File: config.mk
export PLATFORM = sky130hd
export DESIGN_NAME = key_expander
export DESIGN_NICKNAME = d
export VERILOG_FILES = /design/src/hdl/gcm_types_pkg.sv /design/src/hdl/key_expander.sv
export VERILOG_INCLUDE_DIRS = /design/src /design/src/include
export SDC_FILE = /design/constraint.sdc
export NUM_CORES = 2
export LEC_CHECK = 0
export ABC_AREA = 0
export BUFFER_PORTS_ARGS = -buffer_cell sky130_fd_sc_hd__buf_2
export CAP_MARGIN = 20
export CELL_PAD_IN_SITES_DETAIL_PLACEMENT = 0
export CELL_PAD_IN_SITES_GLOBAL_PLACEMENT = 1
export CORE_MARGIN = 5
export CORE_UTILIZATION = 50
export CTS_CLUSTER_SIZE = 30
export DETAILED_ROUTE_END_ITERATION = 16
export MAX_ROUTING_LAYER = met4
export PLACE_DENSITY = 0.88
export SETUP_SLACK_MARGIN = 0.15
export SLEW_MARGIN = 25
export SYNTH_ARGS = -nofsm -noshare
export SYNTH_HDL_FRONTEND = slang
export SYNTH_SLANG_ARGS = --single-unit
File: constraint.sdc
create_clock -name i_clock -period 20.8 [get_ports i_clock]
set_input_delay 0 -clock i_clock [delete_from_list [all_inputs] [get_ports i_clock]]
set_output_delay 0 -clock i_clock [all_outputs]
set_load 0.005 [all_outputs]
File: src/include/gcm_key_consts.svh
`ifndef GCM_KEY_CONSTS_SVH
`define GCM_KEY_CONSTS_SVH

// block, round key and H power width
`define NB_BLOCK        128

`define N_ROUND_KEYS    11      // aes-128 schedule
`define N_H_POWERS      4       // H^1 .. H^4
`define NB_KS_ADDR      4       // 16 entries per bank

// H^k lives at KS_H_BASE + k - 1
`define KS_H_BASE       11

`endif

File: src/hdl/gcm_types_pkg.sv
`include "gcm_key_consts.svh"

package gcm_types_pkg;

    // keys, round keys and H powers
    typedef logic [`NB_BLOCK-1:0] block_t;

    typedef logic [`NB_KS_ADDR-1:0] ks_addr_t;  // key store entry

    typedef logic [31:0] word_t;                // one key schedule column

endpackage

File: src/hdl/key_expander.sv
`timescale 1ns/1ps
`include "gcm_key_consts.svh"

module key_expander
(
    input  logic                     i_clock,
    input  logic                     i_reset,
    input  logic                     i_start,
    input  gcm_types_pkg::block_t    i_key,
    input  logic                     i_grant,
    output logic                     o_wr_req,
    output gcm_types_pkg::ks_addr_t  o_wr_addr,
    output gcm_types_pkg::block_t    o_wr_data,
    output logic                     o_ready
);
    import gcm_types_pkg::*;

    localparam ks_addr_t LAST_ROUND = ks_addr_t'(`N_ROUND_KEYS - 1);

    block_t     round_key;
    block_t     next_key;
    ks_addr_t   round;
    logic [7:0] rcon;
    logic       busy;
    word_t      w0;
    word_t      w1;
    word_t      w2;
    word_t      w3;
    word_t      temp;

    function automatic logic [7:0] xtime(input logic [7:0] a);
        return {a[6:0], 1'b0} ^ (a[7] ? 8'h1b : 8'h00);
    endfunction

    function automatic logic [7:0] gf8_mul(input logic [7:0] a, input logic [7:0] b);
        logic [7:0] p;
        logic [7:0] x;
        p = 8'h00;
        x = a;
        for (int i = 0; i < 8; i++)
        begin
            if (b[i])
                p = p ^ x;
            x = xtime(x);
        end
        return p;
    endfunction

    // inverse as a^254, then the affine map
    function automatic logic [7:0] sbox(input logic [7:0] a);
        logic [7:0] inv;
        logic [7:0] sq;
        inv = 8'h01;
        sq  = a;
        for (int i = 0; i < 7; i++)
        begin
            sq  = gf8_mul(sq, sq);
            inv = gf8_mul(inv, sq);
        end
        return inv ^ {inv[6:0], inv[7]} ^ {inv[5:0], inv[7:6]} ^ {inv[4:0], inv[7:5]}
               ^ {inv[3:0], inv[7:4]} ^ 8'h63;
    endfunction

    function automatic word_t sub_word(input word_t w);
        return {sbox(w[31:24]), sbox(w[23:16]), sbox(w[15:8]), sbox(w[7:0])};
    endfunction

    always_comb
    begin
        w0       = round_key[127:96];
        w1       = round_key[95:64];
        w2       = round_key[63:32];
        w3       = round_key[31:0];
        temp     = sub_word({w3[23:0], w3[31:24]}) ^ {rcon, 24'h000000};  // rotword first
        next_key = {w0 ^ temp,
                    w1 ^ w0 ^ temp,
                    w2 ^ w1 ^ w0 ^ temp,
                    w3 ^ w2 ^ w1 ^ w0 ^ temp};
    end

    always_ff @(posedge i_clock)
    begin
        if (i_reset)
        begin
            busy    <= 1'b0;
            round   <= '0;
            rcon    <= 8'h01;
            o_ready <= 1'b0;
        end
        else
        begin
            o_ready <= 1'b0;
            if (i_start)                                // restart from the cipher key
            begin
                busy  <= 1'b1;
                round <= '0;
                rcon  <= 8'h01;
            end
            else if (busy && i_grant)
            begin
                if (round == LAST_ROUND)
                begin
                    busy    <= 1'b0;
                    o_ready <= 1'b1;                    // last key just landed
                end
                else
                begin
                    round <= round + 1'b1;
                    rcon  <= xtime(rcon);
                end
            end
        end
    end

    always_ff @(posedge i_clock)
    begin
        if (i_start)
            round_key <= i_key;
        else if (busy && i_grant)
            round_key <= next_key;
    end

    assign o_wr_req  = busy;                            // held until granted
    assign o_wr_addr = round;
    assign o_wr_data = round_key;

endmodule

# --- After elaboration in Yosys (flattened, before gate mapping) ---
# Index checks and enable logic that the tools add are counted.
word_totals:
  regBits: 142
  input_bits: 132
  wordCells: 1623
op_classes:
  addsub: 1
  eq_ne: 1
  muxes: 819
  bitwise_logic: 790
  reduce_logical: 7
ops:
  columns: ["op", "count"]
  rows:
  - ["$mux W8", 420]
  - ["$xor A8 B8 Y8", 380]
  - ["$xor A8 B5 Y8", 365]
  - ["$mux W5", 369]
  - ["$xor A32 B32 Y32", 11]
  - ["$mux W128", 2]
  - ["$mux W7", 4]
  - ["$not A1 Y1 const A", 28]
  - ["$mux W6", 4]
  - ["$mux W4", 4]
  - ["$not A4 Y4", 4]
  - ["$mux W3", 4]
  - ["$mux W1", 8]
  - ["$mux W2", 4]
  - ["$add A4 B1 Y4 const B", 1]
  - ["$eq A4 B4 Y1 const B", 1]
  - ["$reduce_and A2 Y1", 2]
  - ["$reduce_bool A2 Y1", 2]
  - ["$reduce_or A3 Y1", 1]
  - ["$not A1 Y1", 2]
  - ["$reduce_or A2 Y1", 1]
  - ["$logic_and A1 B1 Y1", 1]

# --- Longest topological paths before layout ---
logic_depth:
  depth_word: 136
  ltp_mapped: 63
  ltp_nobuf: 55

# --- Worst setup path after synthesis ---
# No wires, ideal clock.
synth_path:
  path_type: "register to register"
  from: "register round_key[31] (netlist: o_wr_data[31])"
  to: "register round_key[6] (netlist: o_wr_data[6]) (data pin)"
  setup_ns: 0.266
  t_arrival_ns: 14.528
  path_slack_ns: 6.006
  path_stages_with_launch: 56
  n_path_buf: 7
  cell_sequence: "edfxtp_1 ha_1 buf_2 nand2_1 xor2_1 inv_2 clkbuf_1 buf_1 ha_1 clkbuf_1 xnor3_1 xnor2_1 clkbuf_1 o311ai_0 a22o_1 a211oi_1 xor2_1 or4_1 [... 20 more ...] xnor2_4 xnor3_2 nor2_1 xnor3_1 xnor2_4 xor2_4 xor2_2 xnor3_1 nor2b_1 xnor3_1 xnor3_1 xnor3_2 xnor2_2 xnor3_1 xnor2_2 xnor2_1 xor2_1 o21ai_1"
synth_between:
  elab_chain_cells: 133
  elab_cells_between_ends: 390
  cone_classes: "mux (201); bitwise (189)"
synth_lines:
  columns: ["item", "line_no", "text"]
  rows:
  - ["start, declared", "key_expander.sv:20", "block_t round_key;"]
  - ["start signal, assigned", "key_expander.sv:118", "round_key <= i_key;"]
  - ["start signal, assigned", "key_expander.sv:120", "round_key <= next_key;"]
  - ["$mux W5", "key_expander.sv:32", "return {a[6:0], 1'b0} ^ (a[7] ? 8'h1b : 8'h00);"]
  - ["$xor A8 B5 Y8", "key_expander.sv:32", null]
  - ["$xor A8 B8 Y8", "key_expander.sv:43", "p = p ^ x;"]
  - ["$mux W8", "key_expander.sv:42", "if (b[i])"]
  - ["$xor A8 B8 Y8", "key_expander.sv:43", null]
  - ["$mux W8", "key_expander.sv:42", null]
  - ["$xor A8 B8 Y8", "key_expander.sv:43", null]
  - ["$mux W8", "key_expander.sv:42", null]
  - ["[... 115 more ...]", null, null]
  - ["$mux W8 *", "key_expander.sv:42", null]
  - ["$xor A8 B8 Y8 (3 in series)", "key_expander.sv:60", "return inv ^ {inv[6:0], inv[7]} ^ {inv[5:0], inv[7:6]} ^ {inv[4:0], inv[7:5]}"]
  - ["$xor A8 B8 Y8 *", "key_expander.sv:61", "^ {inv[3:0], inv[7:4]} ^ 8'h63;"]
  - ["$not A4 Y4 (no line) *", null, null]
  - ["$xor A32 B32 Y32 *", "key_expander.sv:74", "temp = sub_word({w3[23:0], w3[31:24]}) ^ {rcon, 24'h000000};"]
  - ["$xor A32 B32 Y32 *", "key_expander.sv:78", "w3 ^ w2 ^ w1 ^ w0 ^ temp};"]
  - ["$mux W128 *", "key_expander.sv:119", "else if (busy && i_grant)"]
  - ["$mux W128 *", "key_expander.sv:117", "if (i_start)"]
# Every way passes the cells marked *; elsewhere a longest branch is shown, timed or not. The select of a mux whose other input is x is not followed.
# A chain may end at the register's enable or synchronous reset.

# --- Worst setup path after layout ---
layout_path:
  from: "register round_key[23] (netlist: o_wr_data[23])"
  to: "register round_key[26] (netlist: o_wr_data[26]) (data pin)"
layout_between:
  elab_chain_cells: 132
  elab_cells_between_ends: 389
  cone_classes: "mux (201); bitwise (188)"
layout_lines:
  columns: ["item", "line_no"]
  rows:
  - ["$mux W5 / $mux W8 (equally long branches)", "key_expander.sv:32, key_expander.sv:42"]
  - ["$xor A8 B5 Y8 / $xor A8 B8 Y8 (equally long branches)", "key_expander.sv:32, key_expander.sv:43"]
  - ["$xor A8 B8 Y8 / $mux W8 (equally long branches)", "key_expander.sv:43, key_expander.sv:42"]
  - ["$mux W8 / $xor A8 B8 Y8 (equally long branches)", "key_expander.sv:42, key_expander.sv:43"]
  - ["$xor A8 B8 Y8 / $mux W8 (equally long branches)", "key_expander.sv:43, key_expander.sv:42"]
  - ["$mux W8 / $xor A8 B8 Y8 (equally long branches)", "key_expander.sv:42, key_expander.sv:43"]
  - ["$xor A8 B8 Y8 / $mux W8 (equally long branches)", "key_expander.sv:43, key_expander.sv:42"]
  - ["$mux W8 / $xor A8 B8 Y8 (equally long branches)", "key_expander.sv:42, key_expander.sv:43"]
  - ["[... 114 more ...]", null]
  - ["$xor A8 B8 Y8", "key_expander.sv:43"]
  - ["$mux W8 *", "key_expander.sv:42"]
  - ["$xor A8 B8 Y8 (3 in series)", "key_expander.sv:60"]
  - ["$xor A8 B8 Y8 *", "key_expander.sv:61"]
  - ["$xor A32 B32 Y32 *", "key_expander.sv:74"]
  - ["$xor A32 B32 Y32 *", "key_expander.sv:78"]
  - ["$mux W128 *", "key_expander.sv:119"]
  - ["$mux W128 *", "key_expander.sv:117"]
# Marked as above.

==> parameters.txt <==
Parameter                              Value

Status
  Run status ... finished clean

Die
  Horiz. Die Dim ... 374 µm
  Area of the die ... 0.140 mm²
  Die H ... 374 µm
  Std-Cell Rows ... 133
  Effective utilization at floorplan ... between 50 and 60%
  Placeable core region ... between 0.1 and 0.15 mm²
  I/O Pins ... 266

Cells and area
  FILL cells ... roughly 12000
  Final std cells w/o fill ... 10200
  Multi-input gate area in the final layout ... 0.0591 mm²
  Fraction of final layout cells with drive strength greater than 1 ... 13.0%
  FF/Latch Area ... approximately 0.0041 mm²
  Area growth from synthesis to final layout ... 7.38%
  Nets ... approximately 8600
  Final Cell Area ... 0.0710 mm²

Clock network
  TritonCTS clock tree ... done
  Clock edge transition at the registers on the reported setup and hold paths ... 0.08 ns
  Clock tree root buffer cell ... sky130_fd_sc_hd__clkbuf_16
  Number of sinks handled by clock tree synthesis ... 142
  Latest clock arrival within the worst-skew pair ... 0.53 ns
  Cts bufs inserted ... 17
  Htree depth ... 4
  Buffer levels on the longest clock path ... 2
  Setup fix buffers added after clock tree synthesis ... 0

STA
  Sum Neg Setup Slack ... 0 ns
  Count of endpoints failing setup in the final report ... 0
  Remaining max-slew budget at the tightest pin ... 26.8%
  Highest attainable clock frequency ... 0.0524 GHz
  Worst clock skew on the final layout ... around 0.028 ns
  Share of the clock period used by the worst path after layout ... 91.8%
  Measured slew at the worst slew-check pin ... roughly 1.1 ns
  Final Hold Fails ... 0
  Hold Worst Slack ... roughly 0.035 ns
  Final max-slew violation count ... 0
  Shortest period the worst path allows ... 19.10 ns
  RSZ-0062 raised after global routing ... false

Synthesis
  Post-synthesis cell type with the largest combined area ... sky130_fd_sc_hd__xnor2_1
  Flops & latches, synth ... 142
  Number of unique standard cell types used by synthesis ... 135
  Most frequent cells after synthesis ... 1617 x sky130_fd_sc_hd__xnor2_1, 1071 x sky130_fd_sc_hd__nor2_1, 904 x sky130_fd_sc_hd__nand2_1, 476 x sky130_fd_sc_hd__xor2_1, 448 x sky130_fd_sc_hd__a21oi_1
  Leading cell type by number of instances after synthesis ... sky130_fd_sc_hd__xnor2_1
  Share of flip-flops with an asynchronous set or reset after synthesis ... 0%
  Total standard cell area after synthesis ... roughly 0.066 mm²
  Average footprint of a synthesized cell ... 7.93 µm²
  Most used flip-flop cell after synthesis ... sky130_fd_sc_hd__edfxtp_1
  Share of the synthesized area in the top cell type ... 21.4%
  Nets in the synthesized netlist ... 8498
  Synth area leaders ... sky130_fd_sc_hd__xnor2_1 21%, sky130_fd_sc_hd__xnor3_1 11%, sky130_fd_sc_hd__xor2_1 6.3%
  Number of enable flip-flop cells after synthesis ... 128
  Sequential share of the synthesized area ... around 6.2%
  Yosys Warn Count ... 0
  Number of instances in the synthesized netlist ... 8345

Setup path
  Critical path buffers and inverters ... 4
  Maximum net fanout on the critical path ... 21
  Largest stage delay on the critical path ... about 0.8 ns
  Top Family by Delay on Critical Path ... XOR/XNOR gates
  R2R Path Start ... o_wr_data[23]
  Reg2Reg Setup Slack ... 1.70 ns
  End of the worst register-to-register path ... o_wr_data[26]
  Category of the critical setup timing path ... flop to flop
  CP Launch Type ... flop
  Master of the slowest instance on the critical path ... sky130_fd_sc_hd__ha_1
  Category of the worst setup path capture point ... flop
  Depth of the most critical reg-to-reg path ... 49
  Worst endpoint required time ... 21.07 ns
  Worst endpoint data arrival time ... 19.36 ns

Global routing
  Largest net degree at the start of global routing ... 61
  Global-route wire length before repair ... 329 mm
  Antenna violations before repair ... 14
  Overall overflow remaining after global route ... 0
  Via count of the first global-routing pass ... 57200
  GR Util All Layers ... 29.3%

Hold path
  Beginning of the worst hold path ... i_start
  Sink of the worst hold path ... o_wr_data[105]
  Worst hold-check path type ... input port to flop
  Worst hold path stage count ... 2

Routing
  Number of DRC markers in iteration 0 ... 6379
  Length of the first detailed-routing pass in iterations ... 6
  Drc violations ... 0
  Routed len/inst ... 20.5 µm
  Drt via density ... ~6
  Detailed Route WL ... between 200 and 250 mm
  Via Count ... 61100
  Antenna Nets Post-Route ... 0

Place
  Port Buffer Count ... 265
  DP HPWL ... 153 mm
  Final GP Congestion ... 0.957
  Placed cell count ... ~10000
  Placed standard-cell area ... a little under 0.07 mm²

Flow run
  Max-capacitance violation count ... 0
[registers in the layout (all words and copies together), names as in the netlist]
register   cells
o_wr_req       1
o_ready        1
rcon           8
o_wr_data    128
o_wr_addr      4
[final cells by class]
class	instances	share of cell area, %
multi-input combinational	7513	83.2
timing repair buffer	649	6.44
sequential	142	5.81
tap	1755	3.09
clock buffer	17	0.599
inverter	107	0.569
clock inverter	14	0.287
antenna	8	0.0282
[layer usage]
layer  GRT usage (%)  vias to the layer above  share of wire [%]
met5               -                        -                  0
met4            7.99                        0                2.7
met3            3.58                      338                7.5
met2            45.7                     2663                 45
met1            40.3                    29200                 44
li1                -                    28900                  -
[placed cells by master, fill, tap and decap left out, types with 33 or more instances in the layout]
master / Yosys / routed
sky130_fd_sc_hd__a211oi_1: 76 / 76
sky130_fd_sc_hd__a21oi_1: 448 / 448
sky130_fd_sc_hd__a221oi_1: 33 / 33
sky130_fd_sc_hd__a22oi_1: 66 / 66
sky130_fd_sc_hd__a31oi_1: 78 / 78
sky130_fd_sc_hd__buf_2: 118 / 264
sky130_fd_sc_hd__buf_4: 34 / 242
sky130_fd_sc_hd__dlygate4sd3_1: 0 / 142
sky130_fd_sc_hd__edfxtp_1: 128 / 128
sky130_fd_sc_hd__inv_1: 77 / 76
sky130_fd_sc_hd__mux2_2: 89 / 89
sky130_fd_sc_hd__mux2i_1: 251 / 251
sky130_fd_sc_hd__nand2_1: 904 / 903
sky130_fd_sc_hd__nand2b_1: 73 / 73
sky130_fd_sc_hd__nand3_1: 168 / 168
sky130_fd_sc_hd__nor2_1: 1071 / 1069
sky130_fd_sc_hd__nor2b_1: 71 / 71
sky130_fd_sc_hd__nor3_1: 187 / 187
sky130_fd_sc_hd__o211ai_1: 52 / 52
sky130_fd_sc_hd__o21ai_0: 375 / 374
sky130_fd_sc_hd__o21ai_1: 56 / 57
sky130_fd_sc_hd__o22ai_1: 145 / 145
sky130_fd_sc_hd__or3_1: 36 / 36
sky130_fd_sc_hd__xnor2_1: 1617 / 1563
sky130_fd_sc_hd__xnor2_2: 109 / 162
sky130_fd_sc_hd__xnor2_4: 36 / 37
sky130_fd_sc_hd__xnor3_1: 313 / 313
sky130_fd_sc_hd__xnor3_2: 61 / 61
sky130_fd_sc_hd__xor2_1: 476 / 465
sky130_fd_sc_hd__xor2_2: 43 / 53
sky130_fd_sc_hd__xor3_1: 39 / 39
[worst max-delay path by stage]
stage                     cells after the start             to  slack [ns]     startpoint
final                                        49  o_wr_data[26]        1.70  o_wr_data[23]
after global routing                         49  o_wr_data[26]        0.51  o_wr_data[23]
after CTS                                    49  o_wr_data[26]        2.01  o_wr_data[23]
after detailed placement                     49  o_wr_data[26]        2.06  o_wr_data[23]
after global placement                       49  o_wr_data[21]        2.46   o_wr_data[8]
after floorplan                              55   o_wr_data[6]        6.01  o_wr_data[31]
[cell families after synthesis]
group / after synthesis / synth area share (%)
fa+ha+maj: 26 / 0.473
flops: 142 / 6.24
xor+xnor: 2722 / 48.3
compound gates: 1689 / 16.3
mux: 347 / 5.48
buf+inv: 690 / 5.23
simple gates: 2729 / 17.9
[stage by stage]
stage	setup WS, ns	utilization [%]
2_1_floorplan	6.01	-
3_3_place_gp	2.46	52.4
3_5_place_dp	2.06	52.4
4_1_cts	2.01	53.9
5_1_grt	0.512	54.0
6_report	1.70	54.0
[what timing repair did]
action | 4_1_cts | 5_1_grt
gates resized for setup | 0 | 0
hold endpoints to repair | 123 | 0
hold buffers | 142 | 0
Power is left out: the tool's default activity adds up to more than one toggle a clock period on the data nets, which glitch-free logic cannot reach.
