`config.mk`:
```
export PLATFORM = sky130hd
export DESIGN_NAME = key_update_fsm
export DESIGN_NICKNAME = d
export VERILOG_FILES = /design/src/hdl/key_ctrl_pkg.sv /design/src/hdl/key_update_fsm.sv
export SDC_FILE = /design/constraint.sdc
export NUM_CORES = 1
export LEC_CHECK = 0
export ABC_AREA = 0
export BUFFER_PORTS_ARGS = -buffer_cell sky130_fd_sc_hd__buf_2
export CAP_MARGIN = 5
export CORE_AREA = 2 2 39 41
export DETAILED_ROUTE_END_ITERATION = 10
export DIE_AREA = 0 0 41 43
export GPL_ROUTABILITY_DRIVEN = 0
export SLEW_MARGIN = 20
export SYNTH_ARGS = -nofsm -noshare
export SYNTH_HDL_FRONTEND = slang
export SYNTH_SLANG_ARGS = --single-unit
```
`constraint.sdc`:
```
create_clock -name i_clock -period 1.5 [get_ports i_clock]
set_clock_uncertainty 0.15 [all_clocks]
set_input_delay 0.075 -clock i_clock [delete_from_list [all_inputs] [get_ports i_clock]]
set_output_delay 0.075 -clock i_clock [all_outputs]
set_load 0.1 [all_outputs]
```
`src/hdl/key_ctrl_pkg.sv`:
```
package key_ctrl_pkg;

    typedef enum logic [2:0]
    {
        IDLE,
        WAIT_KEY_SCHED,
        WAIT_SOP_PRE,
        WAIT_H,
        WAIT_H_POWERS,
        WAIT_SOP,
        WAIT_LOCK_DONE
    } key_state_t;

    // key store write requesters
    typedef enum logic
    {
        EXPANDER,
        HPOWER
    } writer_t;

endpackage

```
`src/hdl/key_update_fsm.sv`:
```
`timescale 1ns/1ps

module key_update_fsm
(
    input  logic                      i_clock,
    input  logic                      i_reset,
    input  logic                      i_valid,
    input  logic                      i_key_update,
    input  logic                      i_key_sched_ready,
    input  logic                      i_sop_pre,
    input  logic                      i_h_valid,
    input  logic                      i_h_powers_ready,
    input  logic                      i_sop,
    input  logic                      i_lock_done,
    output logic                      o_trigger_key_sched_calc,
    output logic                      o_trigger_h_calc,
    output logic                      o_trigger_h_powers_calc,
    output logic                      o_switch_banks,
    output logic                      o_key_update_done,
    output key_ctrl_pkg::key_state_t  o_state
);
    import key_ctrl_pkg::*;

    key_state_t state;
    key_state_t state_next;
    logic       restart;

    // a new request wins over any event of the current state
    assign restart = i_key_update;

    always_ff @(posedge i_clock)
    begin
        if (i_reset)
        begin
            state <= IDLE;
        end
        else if (i_valid)                               // state moves on enabled edges only
        begin
            state <= state_next;
        end
    end

    always_comb
    begin
        state_next              = state;
        o_trigger_h_calc        = 1'b0;
        o_trigger_h_powers_calc = 1'b0;
        o_switch_banks          = 1'b0;
        o_key_update_done       = 1'b0;

        case (state)
            IDLE:
            begin
                state_next = IDLE;
            end
            WAIT_KEY_SCHED:
            begin
                if (i_key_sched_ready)
                    state_next = WAIT_SOP_PRE;
            end
            WAIT_SOP_PRE:
            begin
                o_trigger_h_calc = i_sop_pre && !restart;   // cipher computes H
                if (i_sop_pre)
                    state_next = WAIT_H;
            end
            WAIT_H:
            begin
                o_trigger_h_powers_calc = i_h_valid && !restart;
                if (i_h_valid)
                    state_next = WAIT_H_POWERS;
            end
            WAIT_H_POWERS:
            begin
                if (i_h_powers_ready)
                    state_next = WAIT_SOP;
            end
            WAIT_SOP:
            begin
                o_switch_banks = i_sop && !restart;     // swap at packet boundary
                if (i_sop)
                    state_next = WAIT_LOCK_DONE;
            end
            WAIT_LOCK_DONE:
            begin
                o_key_update_done = i_lock_done && !restart;
                if (i_lock_done)
                    state_next = IDLE;
            end
            default:
            begin
                state_next = IDLE;
            end
        endcase

        if (restart)
            state_next = WAIT_KEY_SCHED;
    end

    assign o_trigger_key_sched_calc = i_key_update;     // same in every state
    assign o_state                  = state;

endmodule

```
# After elaboration in Yosys (flattened, before gate mapping)
# Cells that the tools add are included.
# classes
n_eq_ne	12
muxes	12
reduce_logical	6
# ops
cell	n
two-way mux 3 bit	7
inequality test 3 bit (second input constant)	6
one-hot mux 3 bit (6 select lines)	1
== test 3 bit (second input constant)	3
AND reduction 7 bit	1
== test 3 x 2 -> 1 bit (second input constant)	2
logical AND 1 bit	4
two-way mux 1 bit	4
== test 3 x 1 -> 1 bit (second input constant)	1
logical NOT 1 bit	1
# totals
ff_bits	3
output_inout_bits	8
elab_cells	31

# Depth between registers and ports, before layout
# Gate-level depths: netlist of run 1.
# depth
word_depth	3
ltp_mapped	5
mapped_depth_nobuf	4

# Worst setup path before layout of run 1
# Ideal clock, no wire load.
# synth_timing
path_kind	flip-flop to output port
startpoint	register state[0], in the netlist o_state[0]
endpoint	output o_switch_banks
t_arrival_ns	3.520
t_required_ns	1.275
slack_ns	-2.245
path_stages_with_launch	3
path_buffers	0
cell_sequence	dfxtp_1 -> or2b_1 -> nor3_1
# synth_between
elab_chain_len	2
# synth_rtl
item	line	text
start: declaration	key_update_fsm.sv:24	key_state_t state;
start signal: assignment	key_update_fsm.sv:39	state <= state_next;
== test 3 bit	key_update_fsm.sv:51	case (state)
two-way mux 1 bit	key_update_fsm.sv:51	
end: declaration	key_update_fsm.sv:18	output logic o_switch_banks,
# Every way passes these cells.

# Final worst setup path of run 1
# layout_timing
startpoint	register state[0], in the netlist o_state[0]
endpoint	register state[2], in the netlist o_state[2]
# layout_between
elab_chain_len	3
word_cells_on_any_way	15
cone_classes	eq/ne: 12; mux: 2; reduce/logical: 1
# layout_rtl
item	line
== test 3 bit, or another cell as far along	key_update_fsm.sv:51
inequality test 3 bit (no line) or one-hot mux 3 bit (6 select lines) (tied branches)	--
AND reduction 7 bit (no line) or two-way mux 3 bit (tied branches)	--
# Parallel ways exist; a longest one is shown, timed or not.
# A chain may end at the register's enable or synchronous reset.

==> run_results.csv, run 1 <==
group,metric,value,unit
placement,dpl-instance-area,576,sq um
logic_synthesis,synth_edf_count,0,
route,via_count,440,
final_layout,final_cell_count_no_fill,84,
final_layout,final_cell_mix,"13 x buf_2, 8 x buf_4, 4 x buf_12",
outcome,status,"finished with violations",
final_layout,drive_gt1_share,69.1,%
die,start_util,24.9,%
sta,finalHoldViolations,0,
sta,finalMaxSlewViolations,0,
sta,maxSlewHeadroom,67.8,%
grt,grt_pass1_vias,397,
die,dieArea,1760,sq um
sta,setup_slack,-74.7,ps
placement,port_buffers,17,
pwr,leakagePower,0.284,nW
final_layout,fillCellCount,128,
logic_synthesis,ys.warnings.count,0,
logic_synthesis,post_synth_num_cell_types,26,
clock_network,cts_sinks,3,
final_layout,antenna-diode-count,0,
clock_network,cts_buffers,3,
final_layout,layout_commonest_cell,"buf_2",
pwr,vdd.ir_drop.worst,368,uV
sta,min_period_over_period,105,%
sta,tightest_slew,487,ps
route,drt-pass1-iter-count,5,
route,drt-wirelength-per-cell,13.5,um
final_layout,finalNetCount,79,
hold_path,hold_path.class,"input pin to register",
clock_network,cts_max_level,1,
clock_network,clockRootBuffer,"clkbuf_4",
route,viasPerCell,5.24,
logic_synthesis,ys_seq_area_share,17.5,%
final_layout,syn2layout_area_growth,92.4,%
pwr,power_density,621,nW/um^2
clock_network,insertion_delay,240,ps
final_layout,design_area,662,sq um
critical_path,cp.arrival,1540,ps
route,drc,0,
logic_synthesis,netlist_area,344,sq um
die,core,1380,sq um
final_layout,largest_register_ff_count,3,
clock_network,clk_path_buf_depth,2,
placement,place_ws,23.1,ps
route,drtIter0Drc,9,
die,io_pins,18,
grt,track_usage,14.2,%
clock_network,clkTransAtPathRegs,40,ps
grt,grt_max_degree,9,
logic_synthesis,syn_avg_cell_area,9.05,sq um
logic_synthesis,synthTopCellsByArea,"dfxtp_1 17%, mux2_4 8.7%, o32ai_4 8.0%",
logic_synthesis,syn_inst,38,
route,wl,1130,um
placement,place_hpwl,780,um
sta,finalCriticalPeriod,1570,ps
critical_path,cp_max_fo,5,
placement,dp.cells,74,
logic_synthesis,synth_flop_cell,"dfxtp_1",
critical_path,cp.required,1460,ps
sta,timing.fmax,635,MHz
grt,antenna_found_initial,0,
sta,final.setup.tns,-307,ps
critical_path,crit_path_start_kind,"register",
logic_synthesis,syn-num-nets,48,
logic_synthesis,yosysTopAreaCell,"dfxtp_1",
sta,rsz0062_at_grt,"yes",
die,rows,14,
die,die_h,43,um
grt,grt_pass1_wl,1610,um
critical_path,critical_path_class,"register to register",
logic_synthesis,yosys_register_bits,3,
logic_synthesis,synth-async-reset-ratio,0,%
clock_network,cts_tree,"built",
route,ant_nets,0,
logic_synthesis,synth_top_area_share,17.5,%
run,cap_violations,0,
critical_path,setup.worst_path.end_class,"register",
outcome,violations,"setup timing",
final_layout,utilization,47.8,%
sta,setup_viol,6,
die,die_x,41,um
grt,grt.overflow.total,0,
[critical path, stage by stage (launching register included)]
cell,delay (ps)
dfxtp_4,350
buf_6,120
mux2_4,310
o31ai_4,250
o32a_1,220
o31ai_2,60
[cells by family after synthesis]
logic type | after synthesis | synth area share (%)
and+or+nand+nor | 17 | 29.8
buffers and inverters | 5 | 9.09
muxes | 3 | 12.0
AOI/OAI and AO/OA | 10 | 31.6
DFF | 3 | 17.5
[Yosys cell counts (2+ instances only)]
master / count
nand3b_1: 2
a21oi_1: 2
dfxtp_1: 3
nand2_1: 3
nor3_1: 5
mux2_4: 2
inv_1: 2
[through the flow]
step                      total power [mW]  hold slack [ps]
final                                0.411             17.7
after global routing                 0.437             8.67
after CTS                            0.409             1.87
after detailed placement             0.244              133
after global placement               0.243              123
after floorplan                      0.200            -15.6
[final timing paths]
check,start,endpoint,slack (ps),cells after the start
max,o_state[0],o_state[2],-70,5
min,i_valid,o_state[0],20,3
max reg2reg,o_state[0],o_state[2],-70,5
min reg2reg,o_state[0],o_state[0],380,2
[report_power, final]
group / total (mW) / switching [mW] / internal (mW)
logic: 0.178 / 0.106 / 0.0719
registers: 0.0876 / 0.00531 / 0.0823
clock network: 0.146 / 0.0459 / 0.100
[cell type report]
type | instances | area, sq um | area share, %
multi-input combinational | 30 | 288 | 43.5
clock buffer | 4 | 26.3 | 3.97
sequential | 3 | 71.3 | 10.8
timing repair buffer | 29 | 249 | 37.6
inverter | 2 | 7.51 | 1.13
tap | 16 | 20.0 | 3.02
[per-layer routing]
metal	up-vias	GRT usage [%]	share of wire [%]
li1	202	-	-
met1	211	15.8	38
met2	25	22.2	53
met3	2	6.28	8.1
met4	0	6.00	0.18
met5	-	0	0
[what timing repair did]
action / 4_1_cts / 5_1_grt
buffers inserted: 3 / 2
setup endpoints to repair: 3 / 7
gates resized for setup: 1 / 3
hold endpoints to repair: 2 / 0
pin swaps: 4 / 3
hold buffers: 1 / 0
(Power assumes the default switching activity.)
==> run 2: changes to the inputs <==
--- a/config.mk
+++ b/config.mk
@@ -12,6 +12,8 @@
 export DETAILED_ROUTE_END_ITERATION = 10
 export DIE_AREA = 0 0 41 43
 export GPL_ROUTABILITY_DRIVEN = 0
+export PLACE_DENSITY = 0.63
+export REMOVE_ABC_BUFFERS = 1
 export SLEW_MARGIN = 20
 export SYNTH_ARGS = -nofsm -noshare
 export SYNTH_HDL_FRONTEND = slang
==> run_results.csv, run 2 (synthesized netlist as in run 1, its figures left out) <==
group,metric,value,unit
final_layout,antenna-diode-count,0,
critical_path,crit_path_start_kind,"register",
clock_network,cts_max_level,1,
grt,grt_pass1_vias,390,
critical_path,setup.worst_path.end_class,"output pin",
outcome,violations,"setup timing",
sta,finalMaxSlewViolations,0,
grt,grt_pass1_wl,1580,um
critical_path,critical_path_class,"register to output pin",
final_layout,design_area,691,sq um
die,die_x,41,um
final_layout,drive_gt1_share,68.1,%
sta,min_period_over_period,105,%
sta,setup_viol,4,
hold_path,worstHoldStart,"i_key_update",
final_layout,syn2layout_area_growth,101,%
route,viasPerCell,4.87,
clock_network,insertion_delay,240,ps
critical_path,cp.arrival,1350,ps
clock_network,clkTransAtPathRegs,40,ps
die,io_pins,18,
final_layout,finalNetCount,80,
placement,dpl-instance-area,568,sq um
final_layout,layout_commonest_cell,"buf_2",
sta,rsz0062_at_grt,"yes",
critical_path,cp_max_fo,4,
final_layout,fillCellCount,129,
clock_network,cts_sinks,3,
run,cap_violations,0,
sta,tightest_slew,483,ps
die,start_util,24.9,%
grt,grt_max_degree,9,
sta,setup_slack,-79.7,ps
route,wl,980,um
clock_network,clk_path_buf_depth,2,
placement,port_buffers,17,
die,dieArea,1760,sq um
grt,antenna_found_initial,0,
sta,maxSlewHeadroom,68.0,%
sta,finalCriticalPeriod,1580,ps
sta,finalHoldViolations,0,
critical_path,r2r-start,"o_state[1]",
final_layout,largest_register_ff_count,3,
pwr,leakagePower,0.287,nW
route,via_count,414,
critical_path,critPathLaunch,"o_state[1]",
clock_network,clockRootBuffer,"clkbuf_4",
route,drc,0,
clock_network,cts_buffers,3,
critical_path,cp.required,1270,ps
pwr,vdd.ir_drop.worst,321,uV
pwr,power_density,604,nW/um^2
placement,place_hpwl,694,um
route,drt-pass1-iter-count,4,
grt,grt.overflow.total,0,
route,drtIter0Drc,7,
sta,final.setup.tns,-165,ps
sta,timing.fmax,633,MHz
grt,track_usage,13.5,%
hold_path,hold_path.class,"input pin to register",
die,core,1380,sq um
route,drt-wirelength-per-cell,11.5,um
die,rows,14,
pwr,finalPower,0.417,mW
die,die_h,43,um
route,ant_nets,0,
final_layout,final_cell_mix,"11 x buf_2, 8 x buf_4, 6 x buf_12",
clock_network,cts_tree,"built",
outcome,status,"finished with violations",
## run 2: changes by cell type in the layout (fill, tap and decap cells not counted)
cell / change
and3_1: +1
and3_4: -1
buf_12: +2
buf_2: -2
dfxtp_2: +3
dfxtp_4: -3
dlygate4sd3_1: +1
nor2_1: -1
nor2_4: +1
nor3_2: +1
nor3_4: -1
## run 2: area by class of cell
class | count | area, sq um | share of cell area [%]
sequential | 3 | 63.8 | 9.24
tap | 16 | 20.0 | 2.90
multi-input combinational | 30 | 284 | 41.1
timing repair buffer | 30 | 289 | 41.8
clock buffer | 4 | 26.3 | 3.80
inverter | 2 | 7.51 | 1.09
## run 2: worst paths after layout
path	to	slack [ps]	cells past startpoint
worst max-delay path	o_switch_banks	-80	5
worst min-delay path	o_state[2]	40	2
worst min register to register	o_state[0]	480	3
worst max register to register	o_state[2]	-40	5
## run 2: routing by layer
layer | vias to the layer above | wire, um | global-route usage (%)
met3 | 3 | 33 | 1.57
li1 | 205 | - | -
met1 | 195 | 388 | 15.7
met5 | - | 0 | 0
met2 | 11 | 527 | 20.3
met4 | 0 | 30 | 12.0
## run 2: critical path: stages, from the launching register on
cell,delay [ps]
dfxtp_2,310
buf_6,110
or2b_4,260
nor3_4,140
buf_6,130
buf_12,160
## run 2: repair_timing
| item | in CTS | in global routing |
|---|---|---|
| hold buffers | 2 | 0 |
| cloned | 0 | 0 |
| buffers inserted | 4 | 0 |
| pin swaps | 2 | 1 |
| hold endpoints to repair | 2 | 0 |
| endpoints found under the setup margin | 6 | 6 |
| resized for setup | 9 | 5 |
## run 2: stage by stage
| stage | utilization, % | setup WS, ps | cells | hold WS [ps] |
|---|---|---|---|---|
| 4_1_cts | 48.6 | -70.0 | 85 | 10.9 |
| 3_5_place_dp | 41.0 | 1.65 | 75 | 134 |
| 3_3_place_gp | 41.0 | 20.7 | 75 | 134 |
| 6_report | 49.9 | -79.7 | 85 | 39.2 |
| 5_1_grt | 49.9 | -113 | 85 | 62.0 |
| 2_1_floorplan | - | -2250 | 35 | -5.93 |
## run 2: power by group
part	switching, mW	internal [mW]	total [mW]
combinational	0.103	0.0754	0.179
clock	0.0492	0.100	0.149
sequential	0.00387	0.0854	0.0893
==> run 3: changes to the inputs <==
--- a/config.mk
+++ b/config.mk
@@ -12,7 +12,7 @@
 export DETAILED_ROUTE_END_ITERATION = 10
 export DIE_AREA = 0 0 41 43
 export GPL_ROUTABILITY_DRIVEN = 0
-export PLACE_DENSITY = 0.63
+export PLACE_DENSITY = 0.61
 export REMOVE_ABC_BUFFERS = 1
 export SLEW_MARGIN = 20
 export SYNTH_ARGS = -nofsm -noshare
==> constraint.sdc (replaced) <==
create_clock -name i_clock -period 1.48 [get_ports i_clock]
set_clock_uncertainty 0.15 [all_clocks]
set_input_delay 0.074 -clock i_clock [delete_from_list [all_inputs] [get_ports i_clock]]
set_output_delay 0.074 -clock i_clock [all_outputs]
set_load 0.1 [all_outputs]
==> run_results.csv, run 3 (synthesized netlist as in run 1, its figures left out) <==
group,metric,value,unit
outcome,status,"finished with violations",
outcome,violations,"setup timing",
hold_path,worstHoldStart,"i_key_update",
die,die_x,41,um
placement,place_ws,-48.3,ps
sta,rsz0062_at_grt,"yes",
critical_path,setup.worst_path.end_class,"register",
grt,grt_pass1_vias,440,
pwr,vdd.ir_drop.worst,345,uV
placement,port_buffers,17,
pwr,power_density,594,nW/um^2
route,ant_nets,0,
route,drt-wirelength-per-cell,11.9,um
pwr,seqPwrFrac,21.0,%
die,core,1380,sq um
grt,antenna_found_initial,0,
critical_path,r2r-start,"o_state[0]",
grt,grt.overflow.total,0,
placement,dpl-instance-area,583,sq um
route,wl,1020,um
critical_path,r2r_cells,5,
final_layout,design_area,723,sq um
sta,setup_slack,-108,ps
clock_network,cts_sinks,3,
sta,finalHoldViolations,0,
die,rows,14,
pwr,sw_frac_of_total,35.7,%
grt,track_usage,14.1,%
pwr,clkPwrFrac,32.6,%
clock_network,cts_buffers,3,
clock_network,cts_tree,"built",
final_layout,utilization,52.3,%
route,drtIter0Drc,6,
final_layout,layout_commonest_cell,"buf_2",
hold_path,hold_path.class,"input pin to register",
sta,setup_viol,7,
critical_path,rrSetupSlack,-110,ps
final_layout,antenna-diode-count,0,
grt,grt_pass1_wl,1720,um
run,cap_violations,0,
final_layout,drive_gt1_share,72.9,%
pwr,internal-power,0.276,mW
critical_path,cp.arrival,1580,ps
clock_network,clk_path_buf_depth,2,
hold_path,min_to,"o_state[2]",
route,viasPerCell,4.83,
die,io_pins,18,
sta,min_period_over_period,107,%
pwr,p_comb_share,46.4,%
die,dieArea,1760,sq um
hold_path,hold_depth,2,
die,die_h,43,um
critical_path,r2r-end,"o_state[2]",
final_layout,largest_register_ff_count,3,
critical_path,critPathLaunch,"o_state[0]",
grt,grt_max_degree,9,
sta,timing.fmax,630,MHz
pwr,power.net_switching,0.153,mW
final_layout,finalNetCount,81,
sta,finalMaxSlewViolations,0,
critical_path,cp_max_fo,5,
clock_network,clockRootBuffer,"clkbuf_4",
final_layout,syn2layout_area_growth,110,%
final_layout,final_cell_mix,"10 x buf_2, 9 x buf_4, 7 x buf_12",
critical_path,critical_path_class,"register to register",
route,drt-pass1-iter-count,4,
sta,finalCriticalPeriod,1590,ps
clock_network,insertion_delay,230,ps
die,start_util,24.9,%
sta,tightest_slew,484,ps
critical_path,crit_path_start_kind,"register",
sta,maxSlewHeadroom,68.0,%
clock_network,clkTransAtPathRegs,40,ps
placement,place_hpwl,758,um
pwr,leakagePower,0.290,nW
sta,whs,45.3,ps
critical_path,cp.required,1470,ps
route,drc,0,
clock_network,cts_max_level,1,
route,via_count,415,
[run 3: changes by cell type in the layout (fill, tap and decap cells not counted), sizes merged]
cell,before,now
buf,28,29
[run 3: layout make-up]
cell class,instances,area [sq um]
well taps,16,20.0
clock buffers,4,26.3
multi-input cells,30,293
inverters,2,7.51
fillers,124,661
repair buffers,31,312
flip-flops and latches,3,65.1
[run 3: worst max-delay path by stage]
| stage | to | slack (ps) | cells after the start |
|---|---|---|---|
| after global routing | o_state[2] | -190 | 5 |
| after global placement | o_state[2] | -20 | 4 |
| after CTS | o_key_update_done | -160 | 6 |
| after detailed placement | o_state[2] | -50 | 4 |
| after floorplan | o_switch_banks | -2270 | 2 |
| final | o_state[2] | -110 | 5 |
[run 3: power by group through the flow]
stage / Clock (mW) / Combinational (mW) / Sequential (mW)
3_3_place_gp: 0 / 0.161 / 0.0913
3_5_place_dp: 0 / 0.163 / 0.0917
6_report: 0.140 / 0.200 / 0.0901
4_1_cts: 0.149 / 0.189 / 0.0897
5_1_grt: 0.160 / 0.210 / 0.0909
2_1_floorplan: 0 / 0.0551 / 0.127
[run 3: stage by stage]
stage / setup TNS, ps / cells / power (mW)
detailed placement: -110 / 75 / 0.254
CTS: -680 / 86 / 0.429
global route: -1130 / 86 / 0.461
finish: -596 / 86 / 0.430
floorplan: -8060 / 35 / 0.182
global placement: -33.4 / 75 / 0.253
[run 3: critical path, cell delays in order (launching register included)]
cell and delay, ps:
dfxtp_4 340, buf_6 120, mux2_4 310, o31ai_4 290, nor3_1 110, o31ai_2 190
[run 3: layer usage]
| layer | wire, um | GRT usage [%] |
|---|---|---|
| met1 | 388 | 16.3 |
| met2 | 582 | 20.9 |
| met3 | 36 | 3.14 |
| met4 | 14 | 11.3 |
| met5 | 0 | 0 |
[run 3: timing repair]
item                                    4_1_cts  5_1_grt
pin swaps                                     5        4
hold endpoints to repair                      2        0
gates resized for setup                       9        6
setup buffers                                 5        0
endpoints found under the setup margin        6        7
hold buffers                                  2        0
