`config.mk`:
```
export PLATFORM = sky130hd
export DESIGN_NAME = h_power_calc
export DESIGN_NICKNAME = d
export VERILOG_FILES = /design/src/hdl/gcm_types_pkg.sv /design/src/hdl/h_power_calc.sv
export VERILOG_INCLUDE_DIRS = /design/src /design/src/include
export SDC_FILE = /design/constraint.sdc
export NUM_CORES = 1
export LEC_CHECK = 0
export BUFFER_PORTS_ARGS = -buffer_cell sky130_fd_sc_hd__buf_2
export CAP_MARGIN = 20
export CORE_MARGIN = 2
export CORE_UTILIZATION = 55
export CTS_BUF_LIST = sky130_fd_sc_hd__clkbuf_4
export CTS_CLUSTER_DIAMETER = 200
export CTS_CLUSTER_SIZE = 20
export DETAILED_ROUTE_END_ITERATION = 7
export HOLD_SLACK_MARGIN = 0.05
export PLACE_DENSITY = 0.81
export RECOVER_POWER = 25
export SYNTH_ARGS = -nofsm -noshare
export SYNTH_HDL_FRONTEND = slang
export SYNTH_SLANG_ARGS = --single-unit
```
`constraint.sdc`:
```
create_clock -name i_clock -period 27.7 [get_ports i_clock]
set_input_delay 0 -clock i_clock [delete_from_list [all_inputs] [get_ports i_clock]]
set_output_delay 0 -clock i_clock [all_outputs]
set_load 0.02 [all_outputs]
```
`src/include/gcm_key_consts.svh`:
```
`ifndef GCM_KEY_CONSTS_SVH
`define GCM_KEY_CONSTS_SVH

// block, round key and H power width
`define NB_BLOCK        128

`define N_ROUND_KEYS    11      // aes-128 schedule
`define N_H_POWERS      4       // H^1 .. H^4
`define NB_KS_ADDR      4       // 16 entries per bank

// H^k lives at KS_H_BASE + k - 1
`define KS_H_BASE       11

`endif

```
`src/hdl/gcm_types_pkg.sv`:
```
`include "gcm_key_consts.svh"

package gcm_types_pkg;

    // keys, round keys and H powers
    typedef logic [`NB_BLOCK-1:0] block_t;

    typedef logic [`NB_KS_ADDR-1:0] ks_addr_t;  // key store entry

    typedef logic [31:0] word_t;                // one key schedule column

endpackage

```
`src/hdl/h_power_calc.sv`:
```
`timescale 1ns/1ps
`include "gcm_key_consts.svh"

module h_power_calc
(
    input  logic                     i_clock,
    input  logic                     i_reset,
    input  logic                     i_start,
    input  logic                     i_abort,
    input  gcm_types_pkg::block_t    i_h,
    input  logic                     i_grant,
    output logic                     o_wr_req,
    output gcm_types_pkg::ks_addr_t  o_wr_addr,
    output gcm_types_pkg::block_t    o_wr_data,
    output logic                     o_ready
);
    import gcm_types_pkg::*;

    // x^128 + x^7 + x^2 + x + 1 in reflected order
    localparam block_t R_POLY = {8'he1, 120'h0};

    block_t h_reg;
    block_t pow;                                        // running power of H
    block_t z;
    block_t v;
    block_t x_sh;
    block_t z_next;
    logic [$clog2(`NB_BLOCK)-1:0]   bit_cnt;
    logic [$clog2(`N_H_POWERS)-1:0] idx;                // power being produced, minus one
    logic   wr_pend;
    logic   mul_on;

    // gcm bit 0 is the msb of the vector
    assign z_next = x_sh[`NB_BLOCK-1] ? (z ^ v) : z;

    always_ff @(posedge i_clock)
    begin
        if (i_reset)
        begin
            wr_pend <= 1'b0;
            mul_on  <= 1'b0;
            idx     <= '0;
            bit_cnt <= '0;
            o_ready <= 1'b0;
        end
        else
        begin
            o_ready <= 1'b0;
            if (i_abort)
            begin
                wr_pend <= 1'b0;
                mul_on  <= 1'b0;
            end
            else if (i_start)                           // H^1 goes out first
            begin
                wr_pend <= 1'b1;
                mul_on  <= 1'b0;
                idx     <= '0;
            end
            else if (wr_pend && i_grant)
            begin
                wr_pend <= 1'b0;
                if (int'(idx) == `N_H_POWERS - 1)
                begin
                    o_ready <= 1'b1;
                end
                else
                begin
                    mul_on  <= 1'b1;
                    bit_cnt <= '0;
                end
            end
            else if (mul_on)
            begin
                bit_cnt <= bit_cnt + 1'b1;
                if (bit_cnt == '1)                      // 128th bit done
                begin
                    mul_on  <= 1'b0;
                    wr_pend <= 1'b1;
                    idx     <= idx + 1'b1;
                end
            end
        end
    end

    always_ff @(posedge i_clock)
    begin
        if (i_start)
        begin
            h_reg <= i_h;
            pow   <= i_h;
        end
        else if (wr_pend && i_grant)
        begin
            z    <= '0;
            v    <= h_reg;
            x_sh <= pow;
        end
        else if (mul_on)
        begin
            z    <= z_next;
            v    <= v[0] ? ((v >> 1) ^ R_POLY) : (v >> 1);
            x_sh <= x_sh << 1;
            if (bit_cnt == '1)
                pow <= z_next;
        end
    end

    assign o_wr_req  = wr_pend;
    assign o_wr_addr = ks_addr_t'(`KS_H_BASE + int'(idx));
    assign o_wr_data = pow;

endmodule

```
### After elaboration in Yosys (flattened, before gate mapping)

Cells that the tools add are included.
Widths: inputs -> output; s select.

| word-level totals | value |
|---|---|
| bits in registers | 652 |
| latch bits | 0 |
| RAM bits | 0 |
| bits in read-only memories | 0 |
| memories kept | 0 |

| cells by class | value |
|---|---|
| add/sub/neg operators | 3 |
| multiply operators | 0 |
| div/mod/pow operators | 0 |
| $lt $le $gt $ge | 0 |
| equality and inequality tests | 4 |
| shift-type cells | 0 |
| mux-type cells | 27 |
| bitwise logic cells | 5 |
| reductions and logical operators | 14 |

Operators with widths:

| cell | number |
|---|---|
| $mux 128 | 11 |
| $xor 128x128->128 | 1 |
| $mux 7 | 3 |
| $mux 1 | 9 |
| $mux 2 | 4 |
| $reduce_and 4->1 | 2 |
| $add 7x1->7 const B | 1 |
| $eq 7x7->1 const B | 1 |
| $reduce_bool 2->1 | 3 |
| $reduce_bool 3->1 | 2 |
| $add 4x2->4 const A | 1 |
| $ne 2x2->1 const B | 2 |
| $not 3->4 | 1 |
| $reduce_and 2->1 | 2 |
| $reduce_or 4->1 | 1 |
| $not 1->1 | 3 |
| $reduce_and 3->1 | 1 |
| $reduce_or 3->1 | 1 |
| $add 2x1->2 const B | 1 |
| $eq 2x1->1 const B | 1 |
| $reduce_or 2->1 | 1 |
| $logic_and 1x1->1 | 1 |

### Logic depth before layout (Yosys ltp)

Gate-level depths: netlist of the first run.

| depth | value |
|---|---|
| word-level depth | 6 |
| depth in mapped cells | 7 |

### Worst setup path after synthesis of the first run

No wires, ideal clock.

| timing | value |
|---|---|
| kind | reg2reg |
| start | reg wr_pend (netlist: o_wr_req) |
| end | reg v[0], enable pin |
| arrival time | 16.788 ns |
| required time | 26.560 ns |
| setup slack | 9.772 ns |
| cell stages (with the launch flop) | 5 |
| buffers on the path | 2 |
| period minus slack after synthesis | 17.928 ns |
| cell sequence | dfxtp_1 buf_2 a21oi_1 clkbuf_1 nor2_1 |

| on the way | value |
|---|---|
| word-level cells in the longest chain between the ends | 3 |

Ends and longest elaborated chain:

| what | line | text |
|---|---|---|
| start: declaration | h_power_calc.sv:30 | `logic wr_pend;` |
| start signal: assignment | h_power_calc.sv:40 | `wr_pend <= 1'b0;` |
| start signal: assignment | h_power_calc.sv:51 | `wr_pend <= 1'b0;` |
| start signal: assignment | h_power_calc.sv:56 | `wr_pend <= 1'b1;` |
| $logic_and 1x1->1 | h_power_calc.sv:93 | `else if (wr_pend && i_grant)` |
| $reduce_bool 2->1 (no line) | -- |  |
| $reduce_and 2->1 (no line) | -- |  |
| end signal: assignment | h_power_calc.sv:96 | `v <= h_reg;` |
| end signal: assignment | h_power_calc.sv:102 | `v <= v[0] ? ((v >> 1) ^ R_POLY) : (v >> 1);` |
| end: declaration | h_power_calc.sv:25 | `block_t v;` |

No other way between the ends.
A chain may end at the register's enable or synchronous reset.

### Worst setup path after layout of the first run

| timing | value |
|---|---|
| start | in i_start |
| end | reg pow[83] (netlist: o_wr_data[83]), enable pin |

| on the way | value |
|---|---|
| word-level cells in the longest chain between the ends | 2 |
| elaborated cells on any way between the ends | 4 |
| classes of those cells | eq/ne: 1; reduce/logical: 3 |

Ends and longest elaborated chain:

| what | line | text |
|---|---|---|
| start: declaration | h_power_calc.sv:8 | `input logic i_start,` |
| $ne 2x2->1 (no line) or $reduce_bool 2->1 (tied branches) | -- |  |
| $reduce_and 3->1 (no line) * | -- |  |
| end signal: assignment | h_power_calc.sv:91 | `pow <= i_h;` |
| end signal: assignment | h_power_calc.sv:105 | `pow <= z_next;` |
| end: declaration | h_power_calc.sv:23 | `block_t pow;` |

Every way passes the cells marked *; elsewhere a longest branch is shown, timed or not.

==> impl_results.md, run 1 <==
- Largest net degree at the start of global routing: 120
- Max Slew Vio Count: 225
- DRC violations left: 0
- Number of top-level pins: 267
- Layout Utilization: 65.6%
- Detailed placer's ending HPWL: 34000 um
- Total number of vias: 17500
- Pleak: 12.0 nW
- Num rows: 81
- Top post-synthesis cells by area: edfxtp_1 (71%), nand2_1 (12%), mux2_2 (5.3%)
- Setup Crit Path Kind: input port to flip-flop
- Post-CTS Setup Inserts: 0
- CP Max Fanout: 83
- CP arrival: 9.27 ns
- Depth of the most critical reg-to-reg path: 5
- CP startpoint: i_start
- Peak supply drop: 0.0353 mV
- Full die area: 51100 um^2
- FF-to-FF End: o_wr_data[83]
- Syn avg cell area: 12.8 um^2
- Hold slack: 0.183 ns
- Grt total ovfl: 0
- Post-synth top area cell: edfxtp_1
- GP Congestion: 0.815
- Final Hold Viols: 0
- Max H-tree Level: 2
- Post-DRT Antenna Nets: 0
- Num CTS Buffers: 38
- Worst setup EP type: flip-flop
- Worst-margin pin slew: 4.00 ns
- Vias per cell: 5.34
- Power Dens Cells: 51.4 nW/um^2
- Clock Tree Buf Depth: 3
- Starting Density: 55.6%
- Die width: 226 um
- Post-synth cell types: 44
- Post-synth net total: 2251
- Post-synthesis sequential area ratio: 71.7%
- Share of the synthesized area in the top cell type: 70.8%
- Initial antenna violation count: 4
- Final WL: 59400 um
- Final nets: 2737
- Clock skew: 0.0819 ns
- Vias in the first global route: 17600
- Mapped Area: 27100 um^2
- Cells after synthesis: 2115
- GRT Total Usage: 23.2%
- Maxcap violations: 4
- Area added between synthesis and finish: 18.0%
- Layout cell share with drive strength beyond 1: 13.3%
- First-pass GRT wire length: 92800 um
- Synth Register Bits: 652
- Yosys warning count: 0
- Iter 0 DRT Violations: 1664
- CP Capture Point: o_wr_data[83]
- Core Region: 48800 um^2
- Tcrit/Tclk final: 32.0%
- Die height: 226 um
- Sum Neg Setup Slack: 0 ns
- Hold Path Depth: 5
- Setup crit start kind: input port
- Clock root cell: clkbuf_4
- Max frequency: 0.113 GHz
- Slew headroom: -168%
- Worst R2R Setup Slack: 23.81 ns
- Post-synth top cells: nand2_1 (890), edfxtp_1 (640), xnor2_1 (130)
- Worst min path class: input port to flip-flop
- Unrepaired setup endpoints after global routing: no
- Final Setup Violations: 0
- Primary FF master, synth: edfxtp_1
- CTS Sinks: 652
- Drt first pass iters: 7
- Post-synth EDFFs: 640
- Top-count cell post-synth: nand2_1
- CTS tree: built
- Failing checks: max-capacitance violations, max-slew violations
- Worst skew pair latency: 0.84 ns
- Worst EP required: 28.11 ns
- Ys async rst share: 0%
- DR WL/cell: 18.1 um
- R2r startpoint: bit_cnt[0]
- CTS clk-pin slew, worst paths: 0.20 ns
- Outcome: finished with violations
- Final min period: 8.86 ns
- I/O Buffers: 265
-- how the worst min path moves through the flow --
| stage | slack (ns) | end | from |
|---|---|---|---|
| final | 0.18 | bit_cnt[6] | i_abort |
| after global routing | 0.15 | bit_cnt[6] | i_abort |
| after CTS | 0.06 | h_reg[22] | i_start |
| after detailed placement | 0.19 | h_reg[75] | i_h[75] |
| after global placement | 0.19 | h_reg[15] | i_h[15] |
| after floorplan | 0.1 | h_reg[0] | i_h[0] |
-- cell families after synthesis --
logic type,Yosys count,share of synthesized area (%)
other,1,0.0138
flip-flops,652,71.7
adder cells (fa/ha/maj),3,0.138
buffers and inverters,115,1.83
multiplexers,129,5.34
XOR/XNOR,131,4.23
AND/OR/NAND/NOR,1054,16.0
AO/OA/AOI/OAI,30,0.742
-- layer usage --
metal,global-route usage [%],vias to the layer above,routed length (um)
met5,0,-,13
met4,6.73,2,1520
met3,3.70,93,3630
met2,38.7,626,29000
met1,31.7,8677,25200
li1,-,8125,-
-- power breakdown --
part	internal (W)	total (W)	switching (W)
clock	0.0000876	0.000370	0.000282
combinational	0.0000635	0.000141	0.0000773
sequential	0.00112	0.00114	0.0000156
-- cells in the final DEF (no fill, tap or decap), drive strengths merged, types with 2 or more instances in the layout --
cell type and count:
a21oi 6, and2 128, and3 4, buf 158, clkbuf 182, dfxtp 12, diode 4, dlygate4sd3 267
edfxtp 640, ha 3, inv 8, mux2 127, mux2i 2, nand2 890, nand3 7, nand4 4
nor2 8, nor4 2, o211ai 4, o21ai 8, o31ai 4, or4 2, xnor2 130
-- per-stage QoR --
step	cells	setup WS (ns)	area, um^2	total power, W
final	3284	18.84	32000	0.00165
after global routing	3283	18.20	32000	0.00170
after CTS	3276	23.85	32100	0.00165
after detailed placement	2954	23.90	29000	0.00127
after global placement	2954	24.00	29000	0.00126
after floorplan	2115	9.77	27100	0.00123
-- worst max-delay path, cell delays in order --
cell,delay [ns]
dlygate4sd3_1,0.53
clkbuf_1,1.32
clkinvlp_2,4.01
o31ai_4,1.61
buf_4,0.78
buf_4,0.87
-- final cells by class --
class | count | area, um^2
antenna | 4 | 10.0
clock buffer | 53 | 398
clock inverter | 2 | 12.5
fill | 3610 | 16800
inverter | 7 | 27.5
multi-input combinational | 1348 | 7220
sequential | 652 | 19500
tap | 664 | 831
timing repair buffer | 554 | 4080
-- repair_timing --
action | 4_1_cts | 5_1_grt
endpoints found under the hold margin | 457 | 0
resized for setup | 0 | 0
hold buffers | 267 | 0
Note: power is estimated with default switching activity, not from simulation.
==> run 2: changes to the inputs <==
Settings changed: ABC_AREA set to 1, PLACE_DENSITY 0.81 to 0.84.
Clock period 27.7 ns to 7.1 ns, I/O delays scaled along.
==> run 2 against run 1 <==
The run still ends with max-capacitance violations, max-slew violations left. Sequential cell count stayed put. Utilization fell by 0.44 points. Sequential share of layout area up 1.8 points. Clock-buffer cell count shrank 6. Design area down 2.9%. Global-route usage is 0.49 points higher. Clock power rose to 3.8 times the previous value. Combinational power increased to 3.7 times the previous value. Synthesized cell count grew 7.0%. Critical path depth shrank 2. Wire length is 0.80% higher. Critical path type unchanged.
==> impl_results.md, run 2 <==
- Outcome: finished with violations (unchanged)
- Failing checks: max-capacitance violations, max-slew violations (unchanged)
- Post-DRT Antenna Nets: 0 (unchanged)
- Detailed placer's ending HPWL: 33500 um (was 34000 um)
- Cells after synthesis: 2264 (was 2115)
- Worst skew pair latency: 0.84 ns (about the same)
- Post-CTS Setup Inserts: 0 (unchanged)
- Post-synth top cells: nand2_1 (1039), edfxtp_1 (640), nor2_1 (145) (was nand2_1 (890), edfxtp_1 (640), xnor2_1 (130))
- Area of the multi-input gates: 6470 um^2 (was 7220 um^2)
- Worst Setup Slack, final: 2.56 ns (was 18.84 ns)
- Clock Tree Buf Depth: 3 (unchanged)
- Max Slew Vio Count: 301 (was 225)
- Non-Filler Instances: 3364 (was 3284)
- Largest net degree at the start of global routing: 134 (was 120)
- Post-Synth Adder-Cell Area: 0.141% (was 0.138%)
- Sw Share: 23.0% (was 22.8%)
- GRT Total Usage: 23.7% (was 23.2%)
- Largest family of logic cells by synthesized area: simple AND/OR/NAND/NOR gates (unchanged)
- Comb pwr share: 8.2% (was 8.5%)
- Post-synth EDFFs: 640 (unchanged)
- Post-synth net total: 2400 (was 2251)
- Peak supply drop: 0.144 mV (was 0.0353 mV)
- Maxcap violations: 3 (was 4)
- CP Max Fanout: 105 (was 83)
- Iter 0 DRT Violations: 1945 (was 1664)
- I/O Buffers: 265 (unchanged)
- CP arrival: 4.94 ns (was 9.27 ns)
- Final WL: 59900 um (was 59400 um)
- Max H-tree Level: 2 (unchanged)
- Slew headroom: -206% (was -168%)
- Setup crit start kind: input port (unchanged)
- Worst-margin pin slew: 4.59 ns (was 4.00 ns)
- Seq pwr share: 69.9% (was 69.0%)
- Layout cell share with drive strength beyond 1: 6.81% (was 13.3%)
- Initial antenna violation count: 5 (was 4)
- Vias in the first global route: 18000 (was 17600)
- Mapped Area: 26600 um^2 (was 27100 um^2)
- Top-count cell post-synth: nand2_1 (unchanged)
- Tcrit/Tclk final: 64.0%
- Worst setup EP type: flip-flop (unchanged)
- Post-DP Area: 28300 um^2 (was 29000 um^2)
- Synth Area in XOR/XNOR: 4.32% (was 4.23%)
- Full die area: 50100 um^2 (was 51100 um^2)
- CTS clk-pin slew, worst paths: 0.20 ns (about the same)
- Final Hold Viols: 0 (unchanged)
- Synth Register Bits: 652 (unchanged)
- Post-synthesis sequential area ratio: 73.2% (was 71.7%)
- Worst min path class: input port to flip-flop (unchanged)
- Post-synth cell types: 24 (was 44)
- Clock root cell: clkbuf_4 (unchanged)
- Top post-synthesis cells by area: edfxtp_1 (72%), nand2_1 (15%), xor2_1 (4.2%) (was edfxtp_1 (71%), nand2_1 (12%), mux2_2 (5.3%))
- Hold slack: 0.176 ns (was 0.183 ns)
- Area added between synthesis and finish: 17.0% (was 18.0%)
- Dpl cells: 3046 (was 2954)
- Int Power: 0.00488 W (was 0.00127 W)
- Max frequency: 0.220 GHz
- Starting Density: 55.7% (was 55.6%)
- Clock skew: 0.0537 ns (was 0.0819 ns)
- CTS tree: built (unchanged)
- Final min period: 4.54 ns
- Depth of the most critical reg-to-reg path: 4 (was 5)
- Share of the synthesized area in the top cell type: 72.3% (was 70.8%)
- Syn avg cell area: 11.7 um^2 (was 12.8 um^2)
- Synth Area in Simple Gates: 17.0% (was 16.0%)
- Mux cell area share after synthesis: 0% (was 5.34%)
- Slowest-stage cell, CP: clkbuf_1 (was clkinvlp_2)
- Primary FF master, synth: edfxtp_1 (unchanged)
- Vias per cell: 5.37 (was 5.34)
- Final Setup Violations: 0 (unchanged)
- Design area: 31100 um^2 (was 32000 um^2)
- Compound-Gate Fraction of Synth Area: 2.75% (was 0.742%)
- Power Dens Cells: 204 nW/um^2 (was 51.4 nW/um^2)
- DRC violations left: 0 (unchanged)
- Resize count post-CTS: 0 (unchanged)
- Total chip power: 0.00634 W (was 0.00165 W)
- CTS Sinks: 652 (unchanged)
- Final nets: 2872 (was 2737)
- Number of top-level pins: 267 (unchanged)
- Dpl ws: 3.80 ns (was 23.90 ns)
- Most frequent cells in the layout: nand2_1 (1039), edfxtp_1 (640), dlygate4sd3_1 (264) (was nand2_1 (889), edfxtp_1 (640), dlygate4sd3_1 (267))
- Post-synth top area cell: edfxtp_1 (unchanged)
- Num rows: 80 (was 81)
- CP cell instances: dlygate4sd3_1 -> buf_8 -> clkbuf_1 -> o21ai_0 (was dlygate4sd3_1 -> clkbuf_1 -> clkinvlp_2 -> o31ai_4 -> buf_4 -> buf_4)
- CP peak stage delay: 3.25 ns (was 4.01 ns)
- Most common cell after layout, fill and taps aside: nand2_1 (unchanged)
- DR WL/cell: 17.8 um (was 18.1 um)
- FF/Latch Area: 19500 um^2 (about the same)
- First-pass GRT wire length: 94100 um (was 92800 um)
- Clock share of power: 21.9% (was 22.5%)
- Unrepaired setup endpoints after global routing: no (unchanged)
- Setup Crit Path Kind: input port to flip-flop (unchanged)
- Drt first pass iters: 5 (was 7)
- Hold Path Depth: 4 (was 5)
- Switching power: 0.00146 W (was 0.000375 W)
- Pleak: 12.0 nW (about the same)
- Grt total ovfl: 0 (unchanged)
- Worst EP required: 7.50 ns (was 28.11 ns)
- Core Region: 47700 um^2 (was 48800 um^2)
- Die height: 224 um (was 226 um)
- GP Congestion: 0.801 (was 0.815)
- Die width: 224 um (was 226 um)
- Total number of vias: 18100 (was 17500)
- Yosys warning count: 0 (unchanged)
- Hold-fix buffers, CTS: 264 (was 267)
- Filler instances: 3375 (was 3610)
- Ys async rst share: 0% (unchanged)
- Num CTS Buffers: 38 (unchanged)
## run 2: critical path: cells and delay by family
| kind | cells | cell delay, ns |
|---|---|---|
| AOI/OAI and AO/OA | 1 | 0.53 |
| buffers and inverters | 3 | 4.28 |
## run 2: logic make-up after synthesis
logic type,after synthesis
AO/OA/AOI/OAI,146
XOR/XNOR,131
adder cells (fa/ha/maj),3
buffers and inverters,134
flip-flops,652
other,1
AND/OR/NAND/NOR,1197
## run 2: final timing paths
check,start,endpoint,slack (ns)
min,i_grant,o_ready,0.18
max,i_start,o_wr_data[72],2.56
min reg2reg,bit_cnt[6],bit_cnt[6],0.49
max reg2reg,o_wr_req,z[15],3.82
## run 2: final cells by class
cell class	instances	share of cell area [%]
diodes	5	0.0402
clock buffers	47	1.13
clock inverters	1	0.0282
inverters	18	0.241
multi-input cells	1478	20.8
flip-flops and latches	652	62.6
well taps	615	2.47
repair buffers	548	12.7
## run 2: per-layer routing
metal,vias up,GRT usage (%),share of wire (%)
met5,-,0,0
met4,0,7.96,3.2
met3,148,3.78,6.7
met2,782,39.5,49
met1,8696,32.1,41
li1,8451,-,-
## run 2: power groups by stage
stage | sequential (W) | combinational (W) | clock (W)
floorplan | 0.00455 | 0.000194 | 0
global placement | 0.00450 | 0.000385 | 0
detailed placement | 0.00451 | 0.000401 | 0
CTS | 0.00442 | 0.000515 | 0.00142
global route | 0.00444 | 0.000568 | 0.00153
finish | 0.00443 | 0.000519 | 0.00139
## run 2: metrics by stage
stage | util, % | TNS, ns
4_1_cts | 65.5 | 0
3_5_place_dp | 59.2 | 0
6_report | 65.1 | 0
3_3_place_gp | 59.2 | 0
2_1_floorplan | - | -93.97
5_1_grt | 65.1 | 0
